$ cat src/mips16_pkg.sv
package mips16_pkg;

        localparam int inst_w    = 16;
        localparam int data_w    = 16;
        localparam int reg_idx_w = 3;
        localparam int op_w      = 5;   // Major opcode width, bits 15..11.

        localparam logic [op_w-1:0] op_addsp3 = 5'b00000;
        localparam logic [op_w-1:0] op_nop    = 5'b00001;
        localparam logic [op_w-1:0] op_b      = 5'b00010;
        localparam logic [op_w-1:0] op_beqz   = 5'b00100;
        localparam logic [op_w-1:0] op_bnez   = 5'b00101;
        localparam logic [op_w-1:0] op_group5 = 5'b00110;   // Immediate shifts.
        localparam logic [op_w-1:0] op_addiu3 = 5'b01000;
        localparam logic [op_w-1:0] op_addiu  = 5'b01001;
        localparam logic [op_w-1:0] op_group1 = 5'b01100;
        localparam logic [op_w-1:0] op_li     = 5'b01101;
        localparam logic [op_w-1:0] op_cmpi   = 5'b01110;
        localparam logic [op_w-1:0] op_lw_sp  = 5'b10010;
        localparam logic [op_w-1:0] op_lw     = 5'b10011;
        localparam logic [op_w-1:0] op_sw_sp  = 5'b11010;
        localparam logic [op_w-1:0] op_sw     = 5'b11011;
        localparam logic [op_w-1:0] op_group2 = 5'b11100;   // Three-register add and subtract.
        localparam logic [op_w-1:0] op_group3 = 5'b11101;
        localparam logic [op_w-1:0] op_group4 = 5'b11110;   // Moves to and from IH.

        // Every enumeration puts its idle value at zero.
        typedef enum logic [4:0] {
                ctl_nop, ctl_addiu, ctl_addiu3, ctl_addsp, ctl_addsp3,
                ctl_addu, ctl_subu, ctl_and, ctl_or, ctl_cmp, ctl_cmpi,
                ctl_sll, ctl_sllv, ctl_sra, ctl_srl,
                ctl_b, ctl_beqz, ctl_bnez, ctl_bteqz, ctl_jr,
                ctl_li, ctl_lw, ctl_lw_sp, ctl_sw, ctl_sw_sp, ctl_sw_rs,
                ctl_mfih, ctl_mtih, ctl_mfpc, ctl_mtsp
        } ctl_op_e;

        typedef enum logic [3:0] {
                alu_nop, alu_add, alu_sub, alu_and, alu_or, alu_equ,
                alu_sll, alu_sllv, alu_sra, alu_srl, alu_reta, alu_retb
        } alu_op_e;

        typedef enum logic [2:0] {asel_nop, asel_rega, asel_sp, asel_t, asel_rz} alu_a_sel_e;
        typedef enum logic [1:0] {bsel_nop, bsel_regb, bsel_im} alu_b_sel_e;
        typedef enum logic [2:0] {dst_nop, dst_reg, dst_sp, dst_t, dst_ih} reg_dst_e;
        typedef enum logic [2:0] {wb_nop, wb_alu, wb_mem, wb_ih, wb_pc} wb_src_e;
        typedef enum logic [1:0] {fld_nop, fld_rx, fld_ry, fld_rz} wb_field_e;
        typedef enum logic [1:0] {jmp_nop, jmp_always, jmp_zero, jmp_nonzero} jump_mode_e;
        typedef enum logic [1:0] {jsrc_nop, jsrc_rel, jsrc_alu} jump_src_e;   // Rel is PC plus imm.
        typedef enum logic [1:0] {st_nop, st_rega, st_regb, st_ra} st_src_e;

        typedef enum logic [2:0] {
                imm_none, imm_s3_0, imm_s4_0, imm_s7_0, imm_z7_0, imm_s10_0
        } imm_fmt_e;

        typedef struct packed {
                logic [op_w-1:0]      op;
                logic [reg_idx_w-1:0] rx;
                logic [reg_idx_w-1:0] ry;
                logic [reg_idx_w-1:0] rz;
                logic [1:0]           funct2;
        } inst_rrr_s;

        typedef struct packed {
                logic [op_w-1:0]        op;
                logic [inst_w-op_w-1:0] imm11;
        } inst_imm_s;

        // The register fields overlap the immediate, so the decoder reads the word both ways.
        typedef union packed {
                inst_rrr_s rrr;
                inst_imm_s imm;
        } inst_word_u;

        typedef struct packed {
                alu_op_e    alu_op;
                alu_a_sel_e alu_a_sel;
                alu_b_sel_e alu_b_sel;
                reg_dst_e   reg_dst;
                wb_src_e    wb_src;
                wb_field_e  wb_field;
                logic       mem_en;
                logic       mem_wr;     // High for a store, low for a load.
                jump_mode_e jump_mode;
                jump_src_e  jump_src;
                imm_fmt_e   imm_fmt;
                st_src_e    st_src;
        } ctrl_s;

        localparam ctrl_s ctrl_nop = '{
                alu_op: alu_nop, alu_a_sel: asel_nop, alu_b_sel: bsel_nop,
                reg_dst: dst_nop, wb_src: wb_nop, wb_field: fld_nop,
                mem_en: 1'b0, mem_wr: 1'b0, jump_mode: jmp_nop,
                jump_src: jsrc_nop, imm_fmt: imm_none, st_src: st_nop
        };

        typedef struct packed {
                ctrl_s                ctrl;
                logic [data_w-1:0]    imm;
                logic [reg_idx_w-1:0] wb_reg;
        } decode_out_s;

endpackage

$ cat src/inst_classify.sv
`timescale 1ns/10ps

module inst_classify
        import mips16_pkg::*;
(
        input  inst_word_u inst,
        output ctl_op_e    ctl_op
);

        logic [4:0] low5;       // Group3 sub-function, the rz and funct2 fields.

        assign low5 = {inst.rrr.rz, inst.rrr.funct2};

        always_comb begin
                ctl_op = ctl_nop;       // Unmatched words and sub-functions fall through.
                case (inst.rrr.op)
                        op_addsp3: ctl_op = ctl_addsp3;
                        op_nop:    ctl_op = ctl_nop;
                        op_b:      ctl_op = ctl_b;
                        op_beqz:   ctl_op = ctl_beqz;
                        op_bnez:   ctl_op = ctl_bnez;
                        op_addiu3: ctl_op = ctl_addiu3;
                        op_addiu:  ctl_op = ctl_addiu;
                        op_li:     ctl_op = ctl_li;
                        op_cmpi:   ctl_op = ctl_cmpi;
                        op_lw_sp:  ctl_op = ctl_lw_sp;
                        op_lw:     ctl_op = ctl_lw;
                        op_sw_sp:  ctl_op = ctl_sw_sp;
                        op_sw:     ctl_op = ctl_sw;
                        op_group1: begin
                                case (inst.rrr.rx)
                                        3'b000:  ctl_op = ctl_bteqz;
                                        3'b010:  ctl_op = ctl_sw_rs;
                                        3'b011:  ctl_op = ctl_addsp;
                                        3'b100:  ctl_op = ctl_mtsp;
                                        default: ;
                                endcase
                        end
                        op_group2: begin
                                case (inst.rrr.funct2)
                                        2'b01:   ctl_op = ctl_addu;
                                        2'b11:   ctl_op = ctl_subu;
                                        default: ;
                                endcase
                        end
                        op_group3: begin
                                case (low5)
                                        5'b01100: ctl_op = ctl_and;
                                        5'b01010: ctl_op = ctl_cmp;
                                        5'b01101: ctl_op = ctl_or;
                                        5'b00100: ctl_op = ctl_sllv;
                                        5'b00000: begin
                                                // JR and MFPC share a sub-function and differ in ry.
                                                if (inst.rrr.ry == 3'b000) begin
                                                        ctl_op = ctl_jr;
                                                end else if (inst.rrr.ry == 3'b010) begin
                                                        ctl_op = ctl_mfpc;
                                                end
                                        end
                                        default: ;
                                endcase
                        end
                        op_group4: ctl_op = inst.rrr.funct2[0] ? ctl_mtih : ctl_mfih;
                        op_group5: begin
                                case (inst.rrr.funct2)
                                        2'b00:   ctl_op = ctl_sll;
                                        2'b11:   ctl_op = ctl_sra;
                                        2'b10:   ctl_op = ctl_srl;
                                        default: ;
                                endcase
                        end
                        default: ;
                endcase
        end

endmodule

$ cat src/ctrl_table.sv
`timescale 1ns/10ps

module ctrl_table
        import mips16_pkg::*;
(
        input  ctl_op_e ctl_op,
        output ctrl_s   ctrl
);

        // The table is kept by field, each case naming only the operations that leave NOP.
        always_comb begin
                ctrl = ctrl_nop;

                case (ctl_op)
                        ctl_addiu, ctl_addiu3, ctl_addsp, ctl_addsp3, ctl_addu,
                        ctl_lw, ctl_lw_sp, ctl_sw, ctl_sw_sp, ctl_sw_rs: ctrl.alu_op = alu_add;
                        ctl_subu:         ctrl.alu_op = alu_sub;
                        ctl_and:          ctrl.alu_op = alu_and;
                        ctl_or:           ctrl.alu_op = alu_or;
                        ctl_cmp, ctl_cmpi: ctrl.alu_op = alu_equ;   // Result lands in T.
                        ctl_sll:          ctrl.alu_op = alu_sll;
                        ctl_sllv:         ctrl.alu_op = alu_sllv;
                        ctl_sra:          ctrl.alu_op = alu_sra;
                        ctl_srl:          ctrl.alu_op = alu_srl;
                        ctl_jr, ctl_mtih: ctrl.alu_op = alu_reta;
                        ctl_li, ctl_mtsp: ctrl.alu_op = alu_retb;
                        default: ;
                endcase

                case (ctl_op)
                        ctl_addiu, ctl_addiu3, ctl_addu, ctl_subu, ctl_and, ctl_or,
                        ctl_cmp, ctl_cmpi, ctl_sllv, ctl_beqz, ctl_bnez, ctl_jr,
                        ctl_mtih, ctl_lw, ctl_sw: ctrl.alu_a_sel = asel_rega;
                        ctl_addsp, ctl_addsp3, ctl_lw_sp, ctl_sw_sp, ctl_sw_rs:
                                ctrl.alu_a_sel = asel_sp;
                        ctl_bteqz:                 ctrl.alu_a_sel = asel_t;
                        ctl_sll, ctl_sra, ctl_srl: ctrl.alu_a_sel = asel_rz;
                        default: ;
                endcase

                case (ctl_op)
                        ctl_addiu, ctl_addiu3, ctl_addsp, ctl_addsp3, ctl_cmpi, ctl_li,
                        ctl_lw, ctl_lw_sp, ctl_sw, ctl_sw_sp, ctl_sw_rs: ctrl.alu_b_sel = bsel_im;
                        ctl_addu, ctl_subu, ctl_and, ctl_or, ctl_cmp, ctl_sllv,
                        ctl_sll, ctl_sra, ctl_srl, ctl_mtsp: ctrl.alu_b_sel = bsel_regb;
                        default: ;
                endcase

                case (ctl_op)
                        ctl_addiu, ctl_addiu3, ctl_addsp3, ctl_addu, ctl_subu, ctl_and,
                        ctl_or, ctl_sll, ctl_sllv, ctl_sra, ctl_srl, ctl_li,
                        ctl_lw, ctl_lw_sp, ctl_mfih, ctl_mfpc: ctrl.reg_dst = dst_reg;
                        ctl_addsp, ctl_mtsp: ctrl.reg_dst = dst_sp;
                        ctl_cmp, ctl_cmpi:   ctrl.reg_dst = dst_t;
                        ctl_mtih:            ctrl.reg_dst = dst_ih;
                        default: ;
                endcase

                case (ctl_op)
                        ctl_addiu, ctl_addiu3, ctl_addsp, ctl_addsp3, ctl_addu, ctl_subu,
                        ctl_and, ctl_or, ctl_cmp, ctl_cmpi, ctl_sll, ctl_sllv, ctl_sra,
                        ctl_srl, ctl_li, ctl_mtih, ctl_mtsp: ctrl.wb_src = wb_alu;
                        ctl_lw, ctl_lw_sp: ctrl.wb_src = wb_mem;
                        ctl_mfih:          ctrl.wb_src = wb_ih;
                        ctl_mfpc:          ctrl.wb_src = wb_pc;
                        default: ;
                endcase

                case (ctl_op)
                        ctl_addiu, ctl_addsp3, ctl_and, ctl_or, ctl_sll, ctl_sra, ctl_srl,
                        ctl_li, ctl_lw_sp, ctl_mfih, ctl_mfpc: ctrl.wb_field = fld_rx;
                        ctl_addiu3, ctl_sllv, ctl_lw: ctrl.wb_field = fld_ry;
                        ctl_addu, ctl_subu:           ctrl.wb_field = fld_rz;
                        default: ;
                endcase

                case (ctl_op)
                        ctl_lw, ctl_lw_sp: ctrl.mem_en = 1'b1;
                        ctl_sw, ctl_sw_sp, ctl_sw_rs: begin
                                ctrl.mem_en = 1'b1;
                                ctrl.mem_wr = 1'b1;
                        end
                        default: ;
                endcase

                case (ctl_op)
                        ctl_sw:    ctrl.st_src = st_regb;
                        ctl_sw_sp: ctrl.st_src = st_rega;
                        ctl_sw_rs: ctrl.st_src = st_ra;
                        default: ;
                endcase

                case (ctl_op)
                        ctl_b, ctl_jr:        ctrl.jump_mode = jmp_always;
                        ctl_beqz, ctl_bteqz:  ctrl.jump_mode = jmp_zero;
                        ctl_bnez:             ctrl.jump_mode = jmp_nonzero;
                        default: ;
                endcase
                if (ctl_op inside {ctl_b, ctl_beqz, ctl_bnez, ctl_bteqz}) begin
                        ctrl.jump_src = jsrc_rel;
                end else if (ctl_op == ctl_jr) begin
                        ctrl.jump_src = jsrc_alu;       // Target comes back through the ALU.
                end

                case (ctl_op)
                        ctl_addiu3:     ctrl.imm_fmt = imm_s3_0;
                        ctl_lw, ctl_sw: ctrl.imm_fmt = imm_s4_0;
                        ctl_addiu, ctl_addsp, ctl_addsp3, ctl_beqz, ctl_bnez, ctl_bteqz,
                        ctl_cmpi, ctl_lw_sp, ctl_sw_sp, ctl_sw_rs: ctrl.imm_fmt = imm_s7_0;
                        ctl_li:         ctrl.imm_fmt = imm_z7_0;
                        ctl_b:          ctrl.imm_fmt = imm_s10_0;
                        default: ;
                endcase

                // A store never also names a register class to write back into.
                assert (!(ctrl.mem_en && ctrl.mem_wr) || ctrl.reg_dst == dst_nop);
        end

endmodule

$ cat src/operand_fields.sv
`timescale 1ns/10ps

module operand_fields
        import mips16_pkg::*;
(
        input  inst_word_u           inst,
        input  ctrl_s                ctrl,
        output logic [data_w-1:0]    imm,
        output logic [reg_idx_w-1:0] wb_reg
);

        logic [inst_w-op_w-1:0] f;

        assign f = inst.imm.imm11;

        // A signed cast before the width cast gives sign extension.
        always_comb begin
                case (ctrl.imm_fmt)
                        imm_s3_0:  imm = data_w'(signed'(f[3:0]));
                        imm_s4_0:  imm = data_w'(signed'(f[4:0]));
                        imm_s7_0:  imm = data_w'(signed'(f[7:0]));
                        imm_z7_0:  imm = data_w'(f[7:0]);
                        imm_s10_0: imm = data_w'(signed'(f[10:0]));
                        default:   imm = '0;
                endcase
        end

        always_comb begin
                case (ctrl.wb_field)
                        fld_rx:  wb_reg = inst.rrr.rx;
                        fld_ry:  wb_reg = inst.rrr.ry;
                        fld_rz:  wb_reg = inst.rrr.rz;
                        default: wb_reg = '0;   // No register write.
                endcase
        end

endmodule

$ cat src/decode_stage.sv
`timescale 1ns/10ps

module decode_stage
        import mips16_pkg::*;
(
        input  logic        clk_50mhz,
        input  logic        rst_n,
        input  logic        in_valid,
        input  inst_word_u  inst,
        output logic        out_valid,
        output decode_out_s out
);

        ctl_op_e              ctl_op;
        ctrl_s                ctrl;
        logic [data_w-1:0]    imm;
        logic [reg_idx_w-1:0] wb_reg;

        inst_classify u_classify (
                .inst   (inst),
                .ctl_op (ctl_op)
        );

        ctrl_table u_table (
                .ctl_op (ctl_op),
                .ctrl   (ctrl)
        );

        operand_fields u_fields (
                .inst   (inst),
                .ctrl   (ctrl),
                .imm    (imm),
                .wb_reg (wb_reg)
        );

        always_ff @(posedge clk_50mhz) begin
                if (!rst_n) begin
                        out_valid <= 1'b0;
                        out       <= '{ctrl: ctrl_nop, imm: '0, wb_reg: '0};
                end else begin
                        out_valid <= in_valid;
                        if (in_valid) begin
                                out <= '{ctrl: ctrl, imm: imm, wb_reg: wb_reg};
                        end
                end
        end

        // Each accepted word shows up exactly one edge later.
        valid_latency: assert property (@(posedge clk_50mhz)
                $past(rst_n) |-> out_valid == $past(in_valid));

        // Coming out of reset the stage presents an idle NOP.
        reset_idle: assert property (@(posedge clk_50mhz)
                rst_n && !$past(rst_n) |-> !out_valid && !out.ctrl.mem_en);

endmodule

$ cat config.mk
export PLATFORM = sky130hd
export DESIGN_NAME = decode_stage
export DESIGN_NICKNAME = d
export VERILOG_FILES = /design/src/mips16_pkg.sv /design/src/inst_classify.sv /design/src/ctrl_table.sv /design/src/operand_fields.sv /design/src/decode_stage.sv
export SDC_FILE = /design/constraint.sdc
export NUM_CORES = 1
export LEC_CHECK = 0
export BUFFER_PORTS_ARGS = -buffer_cell sky130_fd_sc_hd__buf_2
export CORE_MARGIN = 3
export CORE_UTILIZATION = 40
export DETAILED_ROUTE_END_ITERATION = 7
export GPL_TIMING_DRIVEN = 0
export PLACE_DENSITY_LB_ADDON = 0.08
export SYNTH_ARGS = -nofsm -noshare
export SYNTH_HDL_FRONTEND = slang
export SYNTH_HIERARCHICAL = 1
export SYNTH_SLANG_ARGS = --single-unit
$ cat constraint.sdc
create_clock -name clk_50mhz -period 3.7 [get_ports clk_50mhz]
set_clock_uncertainty 0.2 [all_clocks]
set_input_delay 0.185 -clock clk_50mhz [delete_from_list [all_inputs] [get_ports clk_50mhz]]
set_output_delay 0.185 -clock clk_50mhz [all_outputs]
set_load 0.01 [all_outputs]
# After elaboration in Yosys (flattened, before gate mapping)
# Index checks and enable logic that the tools add are counted.
[totals]
register_bits = 48
inputBits = 19
out_inout_bits = 48
[classes]
eq_ne = 64
mux = 23
n_reduce_logical = 28
[ops]
columns = ["cell", "count"]
rows = [
  ["5-bit == test (second input constant)", 21],
  ["5-bit one-hot mux with 17 select lines", 1],
  ["5-bit by 4-bit == test with 1-bit output (second input constant)", 16],
  ["16-bit one-hot mux with 5 select lines", 1],
  ["4-bit one-hot mux with 11 select lines", 1],
  ["5-bit by 3-bit == test with 1-bit output (second input constant)", 8],
  ["3-bit one-hot mux with 4 select lines", 3],
  ["10-bit OR reduction", 3],
  ["5-bit one-hot mux with 5 select lines", 1],
  ["11-bit OR reduction", 2],
  ["5-bit one-hot mux with 4 select lines", 1],
  ["2-bit one-hot mux with 3 select lines", 3],
  ["2-bit OR reduction", 9],
  ["17-bit OR reduction", 1],
  ["16-bit OR reduction", 1],
  ["3-bit by 2-bit == test with 1-bit output (second input constant)", 5],
  ["5-bit by 2-bit == test with 1-bit output (second input constant)", 3],
  ["3-bit one-hot mux with 5 select lines", 1],
  ["15-bit OR reduction", 1],
  ["4-bit one-hot mux with 3 select lines", 1],
  ["5-bit zero test", 2],
  ["5-bit 2-to-1 mux", 2],
  ["5-bit OR reduction", 2],
  ["3-bit == test (second input constant)", 3],
  ["13 further kinds", 23],
]

# Depth between registers and ports, before layout
# Gate-level depths: netlist of the first run.
[logic_depth]
ltp_word = 10
depth_mapped = 19
mapped_depth_nobuf = 14

# Hierarchy
# Netlist of the first run, hierarchy kept.
[by_module_without_submodules]
columns = ["mod", "n_inst", "cells_each", "area_each_um2", "seq_area_each_um2"]
rows = [
  ["decode_stage", 1, 154, 1834.3, 960.9],
  ["ctrl_table", 1, 136, 818.3, 0.0],
  ["inst_classify", 1, 93, 644.4, 0.0],
  ["operand_fields", 1, 44, 286.5, 0.0],
]

# Least setup slack after synthesis of the first run
# No wires, ideal clock.
[synth_path]
path_kind = "input-to-reg"
from = "input inst[0] (netlist bit)"
to = "register out[18] (netlist bit)"
setup_ns = 0.116
arrival_ns = 3.094
required_ns = 3.384
path_slack_ns = 0.290
path_stages = 15
path_buffers = 1
path_cell_list = "inv_1 > ha_1 > nor3b_1 > nand3b_1 > o311ai_0 > a2111o_1 > or2_2 > or3_1 > a21oi_1 > nand2b_1 > o21bai_2 > nand3_1 > buf_4 > mux2i_1 > nor2b_1"
[synth_lines]
columns = ["element", "line", "source"]
rows = [
  ["start, declared", "decode_stage.sv:9", "input inst_word_u inst,"],
  ["end signal, assigned", "decode_stage.sv:39", "out <= '{ctrl: ctrl_nop, imm: '0, wb_reg: '0};"],
  ["end signal, assigned", "decode_stage.sv:43", "out <= '{ctrl: ctrl, imm: imm, wb_reg: wb_reg};"],
  ["end, declared", "decode_stage.sv:11", "output decode_out_s out"],
]

==> results.sh, run 1 <==
export IMPL_cts_path_max_buffers=2
export IMPL_rr_startpoint="out[31]$_SDFFE_PN0P_"
export IMPL_place_hpwl_mm=7.49
export IMPL_critPathLaunchType="input port"
export IMPL_vias=3433
export IMPL_clkTransAtPathRegs_ps=100
export IMPL_viasPerCell=5.61
export IMPL_wl_mm=10.0
export IMPL_numClockSinks=48
export IMPL_setup_viol=0
export IMPL_core_area_sq_mm=0.00846
export IMPL_synth_edf_count=0
export IMPL_port_buffers=64
export IMPL_antenna_found_initial=0
export IMPL_worstPathArrival_ps=3550
export IMPL_synth_seq_area_share_pct=26.8
export IMPL_clkLatencyLatePin_ps=310
export IMPL_start_util_pct=42.3
export IMPL_grt_pass1_wl_mm=16.3
export IMPL_rows=33
export IMPL_grt_max_degree=17
export IMPL_h_tree_depth=2
export IMPL_detail_route_first_pass_iterations=5
export IMPL_drv_cap=0
export IMPL_syn_avg_cell_area_sq_um=8.39
export IMPL_min_period_ps=3510
export IMPL_async_flop_share_pct=0
export IMPL_gp_congestion=0.921
export IMPL_ys_flop_type="dfxtp_1"
export IMPL_crit_type="in2reg"
export IMPL_max_freq_mhz=285
export IMPL_worst_setup_path_end_kind="flop"
export IMPL_synth_top_area_share_pct=26.8
export IMPL_wl_per_cell_microns=16.4
export IMPL_netlist_top_cells_count="57 x nor2b_1, 50 x mux2i_1, 48 x dfxtp_1, 30 x a21oi_1, 21 x nand2_1"
export IMPL_p_sw_w=0.000512
export IMPL_pwr_share_seq_pct=36.1
export IMPL_power_frac_comb_pct=34.2
export IMPL_root_buffer="clkbuf_8"
export IMPL_required_ps=3750
export IMPL_area_growth_pct=19.9
export IMPL_hold_viol_final=0
export IMPL_status="finished, final reports clean"
export IMPL_ys_warn_count=6
export IMPL_synth_area_sq_mm=0.00358
export IMPL_die_area_sq_mm=0.0101
export IMPL_slew_headroom_pct=65.9
export IMPL_critPathCapture="out[18]$_SDFFE_PN0P_"
export IMPL_leakagePower_nw=1.92
export IMPL_max_vdd_ir_drop_uv=219
export IMPL_yosys_top_cells_area="dfxtp_1 27%, mux2i_1 14%, nor2b_1 10%"
export IMPL_whs_ps=48.2
export IMPL_ys_ff_latch=48
export IMPL_hp_class="in2reg"
export IMPL_final_max_slew_viol_count=0
export IMPL_fin_nets=531
export IMPL_grt_remaining_overflow=0
export IMPL_final_cells=612
export IMPL_ios=67
export IMPL_switching_share_pct=32.3
export IMPL_die_w_microns=101
export IMPL_grt_pass1_vias=3156
export IMPL_pwr_share_clk_pct=29.6
export IMPL_drt_iter0_drc=301
export IMPL_cts_buffers=5
export IMPL_synth_most_common_cell="nor2b_1"
export IMPL_power_density_mw_per_mm2=369
export IMPL_post_synth_num_cell_types=68
export IMPL_crit_fanout=7
export IMPL_drc=0
export IMPL_groute_usage_overall_pct=19.8
export IMPL_intPower_w=0.00107
export IMPL_setup_worst_path_start="inst[0]"
export IMPL_cts_tree="built"
export IMPL_num_antenna_cells=0
export IMPL_yosys_area_top_type="dfxtp_1"
export IMPL_synth_fp_nets=452
export IMPL_ant_nets=0
export IMPL_worst_r2r_endpoint="out[31]$_SDFFE_PN0P_"
export IMPL_die_y_microns=101
export IMPL_postSynthCellCount=427
export IMPL_tightest_slew_ps=508
export IMPL_reg2reg_setup_slack_ps=2860
export IMPL_ff2ff_path_depth=2
export IMPL_final_layout_size_suffix_gt1_share_pct=26.6
export IMPL_placed_cells=596
export IMPL_fin_crit_sh_pct=94.8
-- repair_timing --
item                                    4_1_cts  5_1_grt
hold buffers                                  0        1
pin swaps                                     1        4
endpoints found under the setup margin       14        9
gates cloned                                  0        0
gates resized for setup                       4       12
endpoints found under the hold margin         0        1
setup buffers                                 2        5
-- per-stage QoR --
stage / setup slack (ps) / total power, W / area (sq um) / setup TNS, ps / utilization (%)
after global routing: -5.75 / 0.00168 / 4300 / -5.75 / 50.8
after floorplan: 290 / 0.000944 / 3580 / 0 / -
after CTS: 37.4 / 0.00157 / 4200 / 0 / 49.7
after global placement: -575 / 0.00108 / 4040 / -6170 / 47.7
after detailed placement: -681 / 0.00109 / 4040 / -7630 / 47.7
final: 192 / 0.00159 / 4300 / 0 / 50.8
-- critical path: stages --
cell      delay [ps]
buf_2            140
inv_1             90
ha_2             230
nor3b_1          160
nand3b_1         130
o311ai_0         180
a2111o_1         440
or2_2            360
or3_1            370
a21oi_2          370
nor2b_1          190
buf_4            160
nand3_1          120
nand3_4          140
buf_4            120
mux2i_1           50
nor2b_1          110
-- how the worst min path moves through the flow --
stage,slack [ps],endpoint,from,cells past startpoint
6_report,50,out[10]$_SDFFE_PN0P_,rst_n,2
5_1_grt,80,out[4]$_SDFFE_PN0P_,rst_n,2
4_1_cts,0.8,out[44]$_SDFFE_PN0P_,rst_n,2
3_5_place_dp,300,out[45]$_SDFFE_PN0P_,out[45]$_SDFFE_PN0P_,2
3_3_place_gp,290,out[40]$_SDFFE_PN0P_,out[40]$_SDFFE_PN0P_,2
2_1_floorplan,260,out[7]$_SDFFE_PN0P_,inst[4],4
-- area by class of cell --
type	instances	area, sq um
repair buffers	72	383
flip-flops and latches	48	961
fillers	844	4170
clock buffers	5	68.8
inverters	10	37.5
plain buffers	42	282
well taps	105	131
clock inverters	3	68.8
multi-input cells	327	2360
-- power groups by stage --
stage / clock (W) / combinational, W / sequential [W]
finish: 0.000470 / 0.000543 / 0.000573
global route: 0.000504 / 0.000596 / 0.000577
CTS: 0.000481 / 0.000513 / 0.000573
detailed placement: 0 / 0.000503 / 0.000584
global placement: 0 / 0.000499 / 0.000583
floorplan: 0 / 0.000342 / 0.000602
-- registers in the layout, summed over array words and instances, names as in the netlist --
| signal | cells |
|---|---|
| out | 47 |
| out_valid | 1 |
-- cell usage in the layout, fill, tap and decap left out, types with 3 or more instances in the layout --
cell and n:
mux2i_1 50, o21a_1 5, nor2b_1 57, a31oi_1 3, a22o_1 4, a21oi_1 28, nand2b_1 7, nand3_1 14
and2_1 7, nor3_1 7, o211ai_1 6, clkbuf_8 5, nand3b_1 4, nor3b_1 6, buf_4 20, ha_1 5
o221ai_1 3, inv_1 10, o21ai_0 7, buf_12 3, nand2_1 21, o22ai_1 5, a22oi_1 3, clkbuf_1 7
buf_2 82, dfxtp_1 48, o2bb2ai_1 4, or3_1 7, nor2_1 16
-- kinds of logic (layout without fill, tap and decap cells) --
group	after synthesis	in the layout	share of synthesized area (%)
AND/OR/NAND/NOR	168	168	28.0
AO/OA/AOI/OAI	96	96	18.5
multiplexers	53	53	14.9
buffers and inverters	52	132	8.73
flip-flops	48	48	26.8
adder cells (fa/ha/maj)	6	6	2.09
XOR/XNOR	4	4	0.978
-- metal layers --
metal,vias up,GRT usage [%],share of wire [%]
met4,0,4.25,1.1
met5,-,0,0
met1,1631,28.8,47
met2,112,30.8,45
met3,8,3.04,6.0
li1,1682,-,-
Power figures use the tool's default switching activity.
==> run 2, diff against run 1 <==
CTS_CLUSTER_SIZE = 20   (was default)
clock period = 3.65 ns   (was 3.7 ns; I/O delays follow)
==> run 2 against run 1 <==
  * Combinational power increased by 2%
  * Via count about the same
  * Die area unchanged
  * Routed wire length increased by 0.56%
  * Core utilization increased by 0.18 points
  * Cell count unchanged
  * Sequential share of layout area decreased by 0.078 points
  * Final area increased by 0.35%
  * Sequential power increased by 1%
==> results.sh, run 2 (synthesis gave the netlist of run 1 again) <==
export IMPL_pwr_share_clk_pct=29.4
export IMPL_hold_viol_final=0
export IMPL_place_hpwl_mm=7.49
export IMPL_crit_fanout=10
export IMPL_use_met2_pct=31.0
export IMPL_crit_type="in2reg"
export IMPL_path_buf_inv=6
export IMPL_final_layout_size_suffix_gt1_share_pct=27.0
export IMPL_h_tree_depth=2
export IMPL_vias=3432
export IMPL_ios=67
export IMPL_slew_headroom_pct=65.7
export IMPL_cts_buffers=5
export IMPL_cp_top_family="simple AND/OR/NAND/NOR gates"
export IMPL_power_w=0.00161
export IMPL_final_area_sq_mm=0.00431
export IMPL_multiInputGateArea_sq_mm=0.00238
export IMPL_rows=33
export IMPL_worst_setup_path_end_kind="flop"
export IMPL_numClockSinks=48
export IMPL_wl_per_cell_microns=16.5
export IMPL_grt_pass1_wl_mm=16.3
export IMPL_hp_class="in2reg"
export IMPL_final_cells=612
export IMPL_final_common_cell="buf_2"
export IMPL_ant_nets=0
export IMPL_area_growth_pct=20.3
export IMPL_cts_path_max_buffers=2
export IMPL_intPower_w=0.00109
export IMPL_switching_share_pct=32.3
export IMPL_placed_cells=596
export IMPL_pwr_share_seq_pct=36.1
export IMPL_top_regs="out x47, out_valid x1"
export IMPL_drv_cap=0
export IMPL_max_freq_mhz=288
export IMPL_power_frac_comb_pct=34.5
export IMPL_viasPerCell=5.61
export IMPL_final_max_slew_viol_count=0
export IMPL_root_buffer="clkbuf_8"
export IMPL_status="finished, final reports clean"
export IMPL_p_sw_w=0.000519
export IMPL_groute_usage_overall_pct=19.9
export IMPL_top_usage_layer="met2"
export IMPL_cts_tree="built"
export IMPL_largest_reg_flops=47
export IMPL_die_area_sq_mm=0.0101
export IMPL_met3_usage_pct=3.04
export IMPL_drc=0
export IMPL_gp_congestion=0.921
export IMPL_tightest_slew_ps=511
export IMPL_detail_route_first_pass_iterations=5
export IMPL_die_y_microns=101
export IMPL_grt_max_degree=17
export IMPL_clkTransAtPathRegs_ps=100
export IMPL_power_density_mw_per_mm2=373
export IMPL_dpl_cell_area_sq_mm=0.00404
export IMPL_antenna_found_initial=0
export IMPL_path_cells="buf_2 > inv_1 > ha_2 > nor3b_1 > a21oi_1 > o22ai_1 > a221o_1 > buf_2 > or4b_1 > a21oi_2 > a211o_1 > buf_6 > nor2b_1 > buf_4 > nand3_1 > nand3_4 > buf_4 > mux2i_1 > nor2b_1"
export IMPL_grt_remaining_overflow=0
export IMPL_fin_nets=531
export IMPL_min_period_ps=3470
export IMPL_max_stage_delay_ps=540
export IMPL_port_buffers=64
export IMPL_fin_crit_sh_pct=95.1
export IMPL_required_ps=3660
export IMPL_leakagePower_nw=1.92
export IMPL_critPathLaunchType="input port"
export IMPL_setup_viol=0
export IMPL_wl_mm=10.1
export IMPL_grt_use_met1_pct=28.8
export IMPL_final_cell_mix="82 x buf_2, 57 x nor2b_1, 50 x mux2i_1"
export IMPL_grt_pass1_vias=3163
export IMPL_utilization_pct=50.9
export IMPL_clkLatencyLatePin_ps=300
export IMPL_regArea_sq_um=961
export IMPL_largest_register="out"
export IMPL_drt_iter0_drc=224
export IMPL_core_area_sq_mm=0.00846
export IMPL_num_antenna_cells=0
export IMPL_start_util_pct=42.3
export IMPL_worstPathArrival_ps=3480
export IMPL_max_vdd_ir_drop_uv=221
export IMPL_slowest_stage="or4b_1"
export IMPL_fillers=844
export IMPL_die_w_microns=101
## run 2: per-stage QoR
step / setup slack, ps / hold WS [ps] / TNS [ps]
final: 181 / 47.9 / 0
after global routing: -3.42 / 83.7 / -3.42
after CTS: 19.0 / 54.0 / 0
after detailed placement: -729 / 298 / -8530
after global placement: -623 / 289 / -7080
after floorplan: 243 / 256 / 0
## run 2: repair_timing
action                                  4_1_cts  5_1_grt
endpoints found under the setup margin       15       11
pin swaps                                     1        4
gates resized for setup                       5       17
hold buffers                                  1        0
setup buffers                                 2        5
endpoints found under the hold margin         2        0
gates cloned                                  0        0
## run 2: power by group through the flow
stage               sequential (W)  clock, W  combinational (W)
global route              0.000585  0.000509           0.000608
detailed placement        0.000592         0           0.000510
finish                    0.000581  0.000474           0.000554
global placement          0.000591         0           0.000506
CTS                       0.000581  0.000488           0.000523
floorplan                 0.000611         0           0.000347
## run 2: worst paths after layout
kind | from | to | slack (ps) | depth (start not counted)
worst max-delay path | inst[0] | out[14]$_SDFFE_PN0P_ | 180 | 19
worst max register to register | out[31]$_SDFFE_PN0P_ | out[31]$_SDFFE_PN0P_ | 2800 | 2
worst min register to register | out[45]$_SDFFE_PN0P_ | out[45]$_SDFFE_PN0P_ | 320 | 2
worst min-delay path | rst_n | out[10]$_SDFFE_PN0P_ | 50 | 2
## run 2: worst register-to-register path, cell delays in order (launching register included)
cell and delay (ps):
dfxtp_1 380, mux2i_1 80, nor2b_1 130
## run 2: area by class of cell
cell class,count,share of cell area [%]
Clock buffer,5,1.60
Tap cell,105,3.05
Timing Repair Buffer,72,8.88
Sequential cell,48,22.3
Clock inverter,3,1.60
Multi-Input combinational cell,327,55.1
Inverter,10,0.871
Buffer,42,6.62
## run 2: routing by layer
layer | part of all wire [%] | vias up
li1 | - | 1683
met1 | 47 | 1617
met2 | 46 | 122
met3 | 6.3 | 10
met4 | 1.1 | 0
met5 | 0 | -
